$ cat config.mk
export PLATFORM = sky130hd
export DESIGN_NAME = soc_io_top
export DESIGN_NICKNAME = d
export VERILOG_FILES = /design/src/hdl/soc_io_pkg.sv /design/src/hdl/soc_io_top.sv /design/src/hdl/tick_timer.sv /design/src/hdl/io_readback.sv /design/src/hdl/sdm_channel.sv /design/src/hdl/io_regs.sv
export SDC_FILE = /design/constraint.sdc
export NUM_CORES = 1
export LEC_CHECK = 0
export BUFFER_PORTS_ARGS = -buffer_cell sky130_fd_sc_hd__buf_4
export CORE_ASPECT_RATIO = 0.7
export CORE_UTILIZATION = 65
export DETAILED_ROUTE_END_ITERATION = 7
export PLACE_DENSITY = 0.84
export SETUP_SLACK_MARGIN = 0.3
export SYNTH_ARGS = -nofsm -noshare
export SYNTH_HDL_FRONTEND = slang
export SYNTH_SLANG_ARGS = --single-unit
$ cat constraint.sdc
create_clock -name clk -period 3.3 [get_ports clk]
set_input_delay 0.165 -clock clk [delete_from_list [all_inputs] [get_ports clk]]
set_output_delay 0.165 -clock clk [all_outputs]
set_load 0.05 [all_outputs]
$ cat src/hdl/soc_io_pkg.sv
`default_nettype none

package soc_io_pkg;

  // Bus geometry
  localparam int DATA_W       = 16;  // Processor word
  localparam int PMOD_W       = 8;   // PMOD header pins
  localparam int NUM_CHANNELS = 3;   // 0 red, 1 green, 2 blue

  // One-hot address bits, several may be set for an ORed read
  localparam int PMOD_IN_BIT  = 8;   // 0100 pin readback
  localparam int PMOD_OUT_BIT = 9;   // 0200 output latch
  localparam int PMOD_DIR_BIT = 10;  // 0400 direction, 1 drives the pin
  localparam int PERIPH_BIT   = 11;  // 0800 qualifies the selector field
  localparam int TICKS_BIT    = 14;  // 4000 tick counter
  localparam int CYCLES_BIT   = 15;  // 8000 cycle counter

  // Selector field under PERIPH_BIT
  localparam int SEL_LSB      = 4;
  localparam int SEL_W        = 4;   // Bits 7..4
  localparam int SEL_LEDS     = 11;  // 08B0 static LED bits
  localparam int SEL_SDM_BASE = 12;  // 08C0 red, 08D0 green, 08E0 blue

  // Selectors 0..10 belonged to RAM and LCD, now read as zero

  typedef logic [DATA_W-1:0] data_t;
  typedef logic [PMOD_W-1:0] pmod_t;

  // Low two address bits pick how a register takes the written word
  typedef enum logic [1:0] {
    OP_WRITE  = 2'd0,  // Plain load
    OP_CLEAR  = 2'd1,  // Clear bits set in data
    OP_SET    = 2'd2,  // Set bits set in data
    OP_TOGGLE = 2'd3   // Invert bits set in data
  } wr_op_t;

endpackage

`default_nettype wire
$ cat src/hdl/soc_io_top.sv
`timescale 1ns/1ps
`default_nettype none

module soc_io_top (
  input  wire                                  clk,
  input  wire                                  reset_button,
  input  wire                                  io_rd,     // Reads have no side effect
  input  wire                                  io_wr,
  input  soc_io_pkg::data_t                    io_addr,
  input  soc_io_pkg::data_t                    io_dout,
  output soc_io_pkg::data_t                    io_din,
  input  soc_io_pkg::pmod_t                    pmod_in,
  output soc_io_pkg::pmod_t                    pmod_out,
  output soc_io_pkg::pmod_t                    pmod_dir,  // 1 drives the pin
  output logic [soc_io_pkg::NUM_CHANNELS-1:0]  rgb,       // 0 red, 1 green, 2 blue
  output logic                                 interrupt  // One cycle per tick wrap
);

  logic [soc_io_pkg::NUM_CHANNELS-1:0] leds;
  logic [soc_io_pkg::NUM_CHANNELS-1:0] level_wr;   // Per channel duty strobe
  soc_io_pkg::data_t                   levels [soc_io_pkg::NUM_CHANNELS];
  soc_io_pkg::data_t                   ticks;
  soc_io_pkg::data_t                   cycles;

  // Write side of PMOD, LEDs and channel strobes
  io_regs u_io_regs (
    .clk          (clk),
    .reset_button (reset_button),
    .io_wr        (io_wr),
    .io_addr      (io_addr),
    .io_dout      (io_dout),
    .pmod_out     (pmod_out),
    .pmod_dir     (pmod_dir),
    .leds         (leds),
    .level_wr     (level_wr)
  );

  // One modulator per colour
  for (genvar k = 0; k < soc_io_pkg::NUM_CHANNELS; k++) begin : g_sdm
    sdm_channel u_sdm (
      .clk          (clk),
      .reset_button (reset_button),
      .level_wr     (level_wr[k]),
      .io_dout      (io_dout),
      .led_static   (leds[k]),
      .level        (levels[k]),
      .pulse_out    (rgb[k])
    );
  end

  io_readback u_io_readback (
    .io_addr  (io_addr),
    .pmod_in  (pmod_in),
    .pmod_out (pmod_out),
    .pmod_dir (pmod_dir),
    .leds     (leds),
    .levels   (levels),
    .ticks    (ticks),
    .cycles   (cycles),
    .io_din   (io_din)
  );

  // Decodes its own load from bit 14
  tick_timer u_tick_timer (
    .clk          (clk),
    .reset_button (reset_button),
    .io_wr        (io_wr),
    .io_addr      (io_addr),
    .io_dout      (io_dout),
    .ticks        (ticks),
    .cycles       (cycles),
    .interrupt    (interrupt)
  );

endmodule

`default_nettype wire

$ cat src/hdl/tick_timer.sv
`timescale 1ns/1ps
`default_nettype none

module tick_timer (
  input  wire                clk,
  input  wire                reset_button,
  input  wire                io_wr,
  input  soc_io_pkg::data_t  io_addr,
  input  soc_io_pkg::data_t  io_dout,
  output soc_io_pkg::data_t  ticks,
  output soc_io_pkg::data_t  cycles,
  output logic               interrupt
);

  logic [soc_io_pkg::DATA_W:0] ticks_plus_1;  // Carry out lands in the top bit
  logic                        ticks_load;

  assign ticks_plus_1 = {1'b0, ticks} + 1'b1;
  assign ticks_load   = io_wr & io_addr[soc_io_pkg::TICKS_BIT];

  always_ff @(posedge clk) begin
    if (reset_button) begin
      ticks     <= '0;
      cycles    <= '0;
      interrupt <= 1'b0;
    end else begin
      if (ticks_load)
        ticks <= io_dout;  // Software preload
      else
        ticks <= ticks_plus_1[soc_io_pkg::DATA_W-1:0];
      // Wrap flag taken even when a load wins
      interrupt <= ticks_plus_1[soc_io_pkg::DATA_W];
      cycles    <= cycles + 1'b1;  // Free running
    end
  end

  // Interrupt only ever follows an all-ones count
  a_irq_after_wrap: assert property (
    @(posedge clk) disable iff (reset_button)
    interrupt |-> $past(ticks) == '1
  );

endmodule

`default_nettype wire

$ cat src/hdl/io_readback.sv
`timescale 1ns/1ps
`default_nettype none

module io_readback (
  input  soc_io_pkg::data_t                    io_addr,
  input  soc_io_pkg::pmod_t                    pmod_in,
  input  soc_io_pkg::pmod_t                    pmod_out,
  input  soc_io_pkg::pmod_t                    pmod_dir,
  input  wire [soc_io_pkg::NUM_CHANNELS-1:0]   leds,
  input  soc_io_pkg::data_t                    levels [soc_io_pkg::NUM_CHANNELS],
  input  soc_io_pkg::data_t                    ticks,
  input  soc_io_pkg::data_t                    cycles,
  output soc_io_pkg::data_t                    io_din
);

  logic [soc_io_pkg::SEL_W-1:0] sel;
  logic                         periph;  // Selector field is valid

  assign sel    = io_addr[soc_io_pkg::SEL_LSB +: soc_io_pkg::SEL_W];
  assign periph = io_addr[soc_io_pkg::PERIPH_BIT];

  // Every hit source ORs in, zero-extended to the bus
  always_comb begin
    io_din = '0;

    if (io_addr[soc_io_pkg::PMOD_IN_BIT])
      io_din = io_din | soc_io_pkg::data_t'(pmod_in);
    if (io_addr[soc_io_pkg::PMOD_OUT_BIT])
      io_din = io_din | soc_io_pkg::data_t'(pmod_out);
    if (io_addr[soc_io_pkg::PMOD_DIR_BIT])
      io_din = io_din | soc_io_pkg::data_t'(pmod_dir);

    // LED register, no pin readback here
    if (periph && sel == soc_io_pkg::SEL_W'(soc_io_pkg::SEL_LEDS))
      io_din = io_din | soc_io_pkg::data_t'(leds);

    for (int k = 0; k < soc_io_pkg::NUM_CHANNELS; k++) begin
      if (periph && sel == soc_io_pkg::SEL_W'(soc_io_pkg::SEL_SDM_BASE + k))
        io_din = io_din | levels[k];  // Channel duty
    end

    if (io_addr[soc_io_pkg::TICKS_BIT])
      io_din = io_din | ticks;
    if (io_addr[soc_io_pkg::CYCLES_BIT])
      io_din = io_din | cycles;

    // Bits 12, 13 and the other selectors have no source left, read zero
  end

endmodule

`default_nettype wire

$ cat src/hdl/sdm_channel.sv
`timescale 1ns/1ps
`default_nettype none

module sdm_channel (
  input  wire                clk,
  input  wire                reset_button,
  input  wire                level_wr,
  input  soc_io_pkg::data_t  io_dout,
  input  wire                led_static,
  output soc_io_pkg::data_t  level,
  output logic               pulse_out
);

  soc_io_pkg::data_t              phase;   // Accumulator, wraps modulo 65536
  logic                           carry;   // Registered overflow of phase
  logic [soc_io_pkg::DATA_W:0]    sum;     // One extra bit for the carry

  assign sum = {1'b0, phase} + {1'b0, level};

  always_ff @(posedge clk) begin
    if (reset_button) begin
      level <= '0;
      phase <= '0;
      carry <= 1'b0;
    end else begin
      if (level_wr) level <= io_dout;  // New duty from the bus
      // Carry density is level/65536
      {carry, phase} <= sum;
    end
  end

  assign pulse_out = led_static | carry;  // Static bit forces the LED on

  // Carry comes from the level of the cycle before
  a_dark_when_idle: assert property (
    @(posedge clk) disable iff (reset_button)
    ($past(level) == '0 && !led_static) |-> !pulse_out
  );

endmodule

`default_nettype wire

$ cat src/hdl/io_regs.sv
`timescale 1ns/1ps
`default_nettype none

module io_regs (
  input  wire                                  clk,
  input  wire                                  reset_button,
  input  wire                                  io_wr,
  input  soc_io_pkg::data_t                    io_addr,
  input  soc_io_pkg::data_t                    io_dout,
  output soc_io_pkg::pmod_t                    pmod_out,
  output soc_io_pkg::pmod_t                    pmod_dir,
  output logic [soc_io_pkg::NUM_CHANNELS-1:0]  leds,
  output logic [soc_io_pkg::NUM_CHANNELS-1:0]  level_wr
);

  soc_io_pkg::wr_op_t               op;
  logic [soc_io_pkg::SEL_W-1:0]     sel;
  logic                             periph_wr;  // Write into the selector space
  logic                             out_wr;
  logic                             dir_wr;
  logic                             leds_wr;
  soc_io_pkg::data_t                out_next;
  soc_io_pkg::data_t                dir_next;
  soc_io_pkg::data_t                leds_next;

  // Write, clear, set or toggle of one register
  function automatic soc_io_pkg::data_t apply_op(
    input soc_io_pkg::wr_op_t op_in,
    input soc_io_pkg::data_t  cur,
    input soc_io_pkg::data_t  val
  );
    case (op_in)
      soc_io_pkg::OP_CLEAR:  return cur & ~val;
      soc_io_pkg::OP_SET:    return cur | val;
      soc_io_pkg::OP_TOGGLE: return cur ^ val;
      default:               return val;  // OP_WRITE
    endcase
  endfunction

  assign op  = soc_io_pkg::wr_op_t'(io_addr[1:0]);
  assign sel = io_addr[soc_io_pkg::SEL_LSB +: soc_io_pkg::SEL_W];

  assign periph_wr = io_wr & io_addr[soc_io_pkg::PERIPH_BIT];
  assign out_wr    = io_wr & io_addr[soc_io_pkg::PMOD_OUT_BIT];  // No selector needed
  assign dir_wr    = io_wr & io_addr[soc_io_pkg::PMOD_DIR_BIT];
  assign leds_wr   = periph_wr & (sel == soc_io_pkg::SEL_W'(soc_io_pkg::SEL_LEDS));

  // Next values worked at full bus width, cut down on the way in
  assign out_next  = apply_op(op, soc_io_pkg::data_t'(pmod_out), io_dout);
  assign dir_next  = apply_op(op, soc_io_pkg::data_t'(pmod_dir), io_dout);
  assign leds_next = apply_op(op, soc_io_pkg::data_t'(leds), io_dout);

  always_ff @(posedge clk) begin
    if (reset_button) begin
      pmod_out <= '0;
      pmod_dir <= '0;  // All pins start as inputs
      leds     <= '0;
    end else begin
      if (out_wr)  pmod_out <= out_next[soc_io_pkg::PMOD_W-1:0];
      if (dir_wr)  pmod_dir <= dir_next[soc_io_pkg::PMOD_W-1:0];
      if (leds_wr) leds     <= leds_next[soc_io_pkg::NUM_CHANNELS-1:0];
    end
  end

  // One level strobe per channel, selectors 12 and up
  for (genvar k = 0; k < soc_io_pkg::NUM_CHANNELS; k++) begin : g_level_wr
    assign level_wr[k] =
      periph_wr & (sel == soc_io_pkg::SEL_W'(soc_io_pkg::SEL_SDM_BASE + k));
  end

  // A single bus write never reaches two channels
  a_level_wr_onehot: assert property (
    @(posedge clk) disable iff (reset_button) $onehot0(level_wr)
  );

endmodule

`default_nettype wire

Word level (Yosys, flattened, before mapping)
Index checks and enable logic that the tools add are counted.
- muxes and demuxes: 13
- reduce and logical (&&, ||, !) cells: 4
- add/subtract/negate cells: 5
- bitwise logic cells: 29
- eq/ne operators: 7
- operator list (cell ; count):
    2-to-1 mux 16 bit ; 9
    bitwise OR 16 bit ; 5
    adder 16 x 16 -> 17 bit ; 3
    one-hot mux 8 bit (3 select lines) ; 2
    bitwise OR 16 x 8 -> 16 bit ; 2
    adder 16 x 1 -> 17 bit (second input constant) ; 1
    adder 16 x 1 -> 16 bit (second input constant) ; 1
    bitwise AND 8 bit ; 2
    == test 4 bit (second input constant) ; 4
    bitwise OR 16 x 3 -> 16 bit ; 1
    bitwise OR 8 bit ; 2
    XOR 8 bit ; 2
    one-hot mux 3 bit (3 select lines) ; 1
    bitwise AND 1 bit ; 8
    2-to-1 mux 8 bit ; 1
    NOT 8 bit ; 1
    == test 2 bit (second input constant) ; 2
    logical AND 1 bit ; 4
    bitwise AND 3 bit ; 1
    bitwise OR 1 bit ; 3
    bitwise OR 3 bit ; 1
    XOR 3 bit ; 1
    == test 2 x 1 -> 1 bit (second input constant) ; 1
- output and inout port bits: 36
- register bits: 151

Depth between registers and ports, before layout
- depth after elaboration: 17
- gate-level depth with buffers: 9
- gate-level depth less buffers: 9

Hierarchy
From an unflattened synthesis, not the netlist that was laid out.
- cells, all modules: 1074
- area, all modules: 9506.6 um^2
- by module, submodules not included (module ; sequential area each (um^2) ; area each (um^2) ; instances ; cells each):
    sdm_channel at g_sdm[0].u_sdm ... ; 660.6 ; 1796.7 ; 2 ; 198
    io_regs ; 380.4 ; 1808.0 ; 1 ; 213
    sdm_channel at g_sdm[2].u_sdm ; 660.6 ; 1751.7 ; 1 ; 189
    tick_timer ; 660.6 ; 1545.2 ; 1 ; 172
    io_readback ; 0.0 ; 808.3 ; 1 ; 104

Least setup slack after synthesis
OpenSTA, ideal clock, no wires.
- kind: register to register
- from: reg g_sdm[0].u_sdm.level[0]
- to: reg g_sdm[0].u_sdm.phase[12]
- library setup time: 0.121 ns
- arrival: 1.997 ns
- stages on the path, launching flop included: 10
- period minus slack after synthesis: 2.118 ns
- setup slack: 1.182 ns
- buffers on the path: 0
- path through: dfxtp_1 > ha_1 > inv_1 > fa_1 > nand2b_1 > a21oi_1 > o21ai_0 > o21ai_1 > a31oi_1 > mux2_2
- cells in the longest elaborated chain, start to end: 1
- RTL lines (item ; RTL line ; text):
    start: declaration ; sdm_channel.sv:10 ; output soc_io_pkg::data_t level,
    start signal: assignment ; sdm_channel.sv:26 ; if (level_wr) level <= io_dout;
    adder 16 x 16 -> 17 bit ; sdm_channel.sv:18 ; assign sum = {1'b0, phase} + {1'b0, level};
    end signal: assignment ; sdm_channel.sv:28 ; {carry, phase} <= sum;
    end: declaration ; sdm_channel.sv:14 ; soc_io_pkg::data_t phase;
No other way between the ends.
A chain may end at the register's enable or synchronous reset.

Worst setup path after layout
- from: reg g_sdm[2].u_sdm.level[0]
- to: reg g_sdm[2].u_sdm.carry
- cells in the longest elaborated chain, start to end: 1
- RTL lines (item ; RTL line ; text):
    start: declaration ; sdm_channel.sv:10 ;
    start signal: assignment ; sdm_channel.sv:26 ;
    adder 16 x 16 -> 17 bit ; sdm_channel.sv:18 ;
    end signal: assignment ; sdm_channel.sv:28 ;
    end: declaration ; sdm_channel.sv:15 ; logic carry;
No other way between the ends.

==> tab_implementation.tex <==
\begin{tabular}{lr}
\hline
Metric & Value \\
\hline
\multicolumn{2}{l}{\textbf{Placement}} \\
Number of input and output port buffers inserted & 74 \\
Gp weighted congestion & 0.926 \\
HPWL reported at the end of detailed placement & 17.1 mm \\
\multicolumn{2}{l}{\textbf{Logic synthesis}} \\
Number of flops mapped to enable cells by yosys & 0 \\
Cell taking the most area after synthesis & sky130\_fd\_sc\_hd\_\_dfxtp\_1 \\
Post-synthesis sequential element count & 151 \\
Most common flop cell mapped by yosys & sky130\_fd\_sc\_hd\_\_dfxtp\_1 \\
Leading post-synthesis cells by cell area & sky130\_fd\_sc\_hd\_\_dfxtp\_1, sky130\_fd\_sc\_hd\_\_ha\_1, sky130\_fd\_sc\_hd\_\_nand2\_1, sky130\_fd\_sc\_hd\_\_a21oi\_1, sky130\_fd\_sc\_hd\_\_nor2\_1 \\
Top post-synthesis cells by count & sky130\_fd\_sc\_hd\_\_nand2\_1, sky130\_fd\_sc\_hd\_\_dfxtp\_1, sky130\_fd\_sc\_hd\_\_a21oi\_1, sky130\_fd\_sc\_hd\_\_nor2\_1, sky130\_fd\_sc\_hd\_\_ha\_1 \\
Warnings, synthesis & 0 \\
Net count after synthesis & 1257 \\
Most frequent cell after synthesis & sky130\_fd\_sc\_hd\_\_nand2\_1 \\
Share of synthesized flip-flops with an asynchronous set or reset & 0 \\
Post-Synthesis Cell Area & 0.00897 mm2 \\
Average instance area after synthesis & 8.00 um2 \\
Number of library cell types mapped by synthesis & 65 \\
Fraction of the yosys area taken by sequential cells & 0.337 \\
Area fraction of the dominant cell type after synthesis & 0.337 \\
Gate count after technology mapping & 1122 \\
\multicolumn{2}{l}{\textbf{Layout}} \\
Fin util & 0.761 \\
Layout cell share with drive strength beyond 1 & 0.113 \\
Filler cells & 1026 \\
Final Net Count & 1296 \\
Total area of multi-input combinational cells & 0.00552 mm2 \\
Synth-to-Final Area Change & 13.0\% \\
Sequential standard cell area & 0.00302 mm2 \\
\multicolumn{2}{l}{\textbf{Global routing}} \\
Vias in the first global route & 7722 \\
Antenna violations before repair & 1 \\
Global-route total usage across every layer & 0.351 \\
Global-route wire length before repair & 38.9 mm \\
Pin count of the biggest net entering global routing & 73 \\
Overflow left after global routing & 0 \\
\multicolumn{2}{l}{\textbf{Timing}} \\
Slew margin rel. & 0.282 \\
Final setup skew & 0.00991 ns \\
RSZ-0062 raised after global routing & false \\
Final hold vios & 0 \\
Slew at the pin closest to its max-slew limit & 1.07 ns \\
Slew Limit Fails & 0 \\
FMAX & 0.387 GHz \\
Setup violators final & 0 \\
Fin Hold WS & 0.0203 ns \\
Min Clock Period, post-route & 2.58 ns \\
Final clock period utilization by the worst path & 0.782 \\
Setup TNS & 0 ns \\
\multicolumn{2}{l}{\textbf{Setup path}} \\
Highest fanout seen on the critical path & 3 \\
Number of cells traversed by the worst register-to-register path & 9 \\
Worst path required time & 3.66 ns \\
Crit path launch type & flip-flop \\
Critical Setup Path Class & flip-flop to flip-flop \\
Signal arrival time at the worst endpoint & 2.94 ns \\
Kind of end point of the critical path & flip-flop \\
\multicolumn{2}{l}{\textbf{Power and ir drop}} \\
Leak & 0.00421 uW \\
Maximum vdd ir drop & 0.456 mV \\
Sw Pwr & 1210 uW \\
Power share of the sequential group & 0.438 \\
Power density over cell area & 431 mW/mm2 \\
Fraction of power consumed by the clock network & 0.440 \\
Comb pwr share & 0.122 \\
Switching part of the total power & 0.277 \\
Cell Int Power & 3160 uW \\
\multicolumn{2}{l}{\textbf{Clock network}} \\
Reg clk slew, reported paths & 0.06 ns \\
Clock tree from TritonCTS & done \\
Maximum level of the CTS H-tree & 4 \\
Insertion delay of the later-clocked pin in the worst-skew pair & 0.42 ns \\
Hold\_buf cts & 0 \\
Root Driver & sky130\_fd\_sc\_hd\_\_clkbuf\_16 \\
Clock tree sinks & 151 \\
Number of instances resized during post-cts repair & 0 \\
Num CTS Buffers & 17 \\
Setup repair bufs after CTS & 0 \\
Maximum root-to-sink buffer count & 2 \\
\multicolumn{2}{l}{\textbf{Route}} \\
DR WL/cell & 17.6 um \\
Total wirelength of the detailed-routed design & 23.9 mm \\
Number of routed nets with antenna violations & 0 \\
DR iter-0 viols & 791 \\
Via total after detailed routing & 8308 \\
Residual DRC & 0 \\
Detail-routed via count per cell & 6.11 \\
Detailed-router iteration count before antenna repair & 8 \\
\multicolumn{2}{l}{\textbf{Worst hold path}} \\
Worst hold-check path type & input port to flip-flop \\
Min-Delay Path Depth & 3 \\
\multicolumn{2}{l}{\textbf{Die}} \\
Die extent in y & 100 um \\
Initial Utilization & 0.674 \\
Placement row count & 35 \\
Die ar. & 0.0143 mm2 \\
Core Region & 0.0133 mm2 \\
Boundary pin count & 80 \\
Die X & 142 um \\
\multicolumn{2}{l}{\textbf{Flow run}} \\
Reported max-cap violation count & 0 \\
\multicolumn{2}{l}{\textbf{Outcome}} \\
Outcome & complete, no violations \\
\hline
\end{tabular}
==> power by group through the flow <==
| stage | Clock (uW) | Combinational [uW] | Sequential, uW |
|---|---|---|---|
| after global routing | 2010 | 577 | 1920 |
| after global placement | 0 | 507 | 1950 |
| after CTS | 1930 | 526 | 1910 |
| after floorplan | 0 | 313 | 1980 |
| final | 1920 | 531 | 1920 |
| after detailed placement | 0 | 520 | 1950 |
==> logic make-up (layout without fill, tap and decap cells) <==
logic type / after synthesis / count (layout) / share of synthesized area
adder cells (fa/ha/maj): 91 / 91 / 0.129
flip-flops: 151 / 151 / 0.337
multiplexers: 20 / 20 / 0.0230
AND/OR/NAND/NOR: 392 / 392 / 0.195
other: 0 / 1 / 0
AO/OA/AOI/OAI: 312 / 312 / 0.219
XOR/XNOR: 50 / 50 / 0.0488
buffers and inverters: 106 / 157 / 0.0477
==> placed cells by master, fill, tap and decap left out, types with 3 or more instances in the layout <==
cell type                   instances
sky130_fd_sc_hd__o21ai_0           67
sky130_fd_sc_hd__clkinv_2           3
sky130_fd_sc_hd__buf_4             80
sky130_fd_sc_hd__clkbuf_16         17
sky130_fd_sc_hd__a222oi_1          16
sky130_fd_sc_hd__a31oi_1            4
sky130_fd_sc_hd__a21boi_0           3
sky130_fd_sc_hd__a22oi_1            8
sky130_fd_sc_hd__and3_1             7
sky130_fd_sc_hd__and2_1             4
sky130_fd_sc_hd__nand2_1          181
sky130_fd_sc_hd__mux2_2             5
sky130_fd_sc_hd__dfxtp_1          151
sky130_fd_sc_hd__nor3_1            15
sky130_fd_sc_hd__a311oi_1           5
sky130_fd_sc_hd__xor2_1            30
sky130_fd_sc_hd__nand2b_1           9
sky130_fd_sc_hd__nand4_1            5
sky130_fd_sc_hd__ha_1              88
sky130_fd_sc_hd__o2111ai_1          4
sky130_fd_sc_hd__mux2i_1           15
sky130_fd_sc_hd__a21oi_1          110
sky130_fd_sc_hd__xnor2_1           20
sky130_fd_sc_hd__inv_1             45
sky130_fd_sc_hd__or3_1              7
sky130_fd_sc_hd__a211oi_1          32
sky130_fd_sc_hd__clkinv_4           3
sky130_fd_sc_hd__or2_2              5
sky130_fd_sc_hd__nor2_1           110
sky130_fd_sc_hd__a21o_1            16
sky130_fd_sc_hd__fa_1               3
sky130_fd_sc_hd__nor2b_1           13
sky130_fd_sc_hd__nand3_1           21
sky130_fd_sc_hd__o211ai_1          17
sky130_fd_sc_hd__o21a_1             9
sky130_fd_sc_hd__inv_6              4
==> per-stage QoR <==
stage                     std cells  setup slack (ns)  total power, uW  cell area (um2)
after detailed placement       1326             0.839             2470             9540
after CTS                      1357             0.786             4370            10100
final                          1359             0.718             4370            10100
after floorplan                1122              1.18             2300             8970
after global routing           1358             0.587             4510            10100
after global placement         1326             0.880             2460             9540
==> final timing paths <==
check	startpoint	to	slack, ns
max	g_sdm[2].u_sdm.level[0]$_SDFFE_PP0P_	g_sdm[2].u_sdm.carry$_SDFF_PP0_	0.72
min	io_dout[10]	g_sdm[2].u_sdm.level[10]$_SDFFE_PP0P_	0.02
max reg2reg	g_sdm[2].u_sdm.level[0]$_SDFFE_PP0P_	g_sdm[2].u_sdm.carry$_SDFF_PP0_	0.72
min reg2reg	g_sdm[0].u_sdm.level[11]$_SDFFE_PP0P_	g_sdm[0].u_sdm.level[11]$_SDFFE_PP0P_	0.48
==> registers in the layout, summed over array words and instances, names as in the netlist <==
name and cells:
g_sdm.u_sdm.level 48, u_tick_timer.interrupt 1, u_io_regs.pmod_dir 8, g_sdm.u_sdm.carry 3
g_sdm.u_sdm.phase 48, u_io_regs.pmod_out 8, u_tick_timer.ticks 16, u_tick_timer.cycles 16
u_io_regs.leds 3
==> critical path, stage by stage (launching register included) <==
cell and delay (ns):
sky130_fd_sc_hd__dfxtp_1 0.36, sky130_fd_sc_hd__ha_1 0.23, sky130_fd_sc_hd__inv_1 0.07, sky130_fd_sc_hd__fa_1 0.38, sky130_fd_sc_hd__nor2b_1 0.24, sky130_fd_sc_hd__o2111ai_1 0.22, sky130_fd_sc_hd__a21boi_0 0.39, sky130_fd_sc_hd__o211ai_1 0.18
sky130_fd_sc_hd__a211oi_1 0.29, sky130_fd_sc_hd__or2_2 0.16
==> layer usage <==
layer / part of all wire / vias up / track usage / wire, um
li1: - / 4013 / - / -
met1: 0.45 / 3865 / 0.493 / 10800
met2: 0.43 / 387 / 0.532 / 10200
met3: 0.097 / 43 / 0.0787 / 2330
met4: 0.023 / 0 / 0.119 / 541
met5: 0 / - / 0 / 0
==> cell type report <==
| type | instances | share of cell area |
|---|---|---|
| Multi-Input combinational cell | 865 | 0.545 |
| Sequential cell | 151 | 0.298 |
| Timing Repair Buffer | 81 | 0.0603 |
| Clock buffer | 17 | 0.0420 |
| Tap cell | 185 | 0.0228 |
| Inverter | 45 | 0.0167 |
| Clock inverter | 14 | 0.0149 |
| Antenna cell | 1 | 0.000247 |
Note: power is estimated with default switching activity, not from simulation.
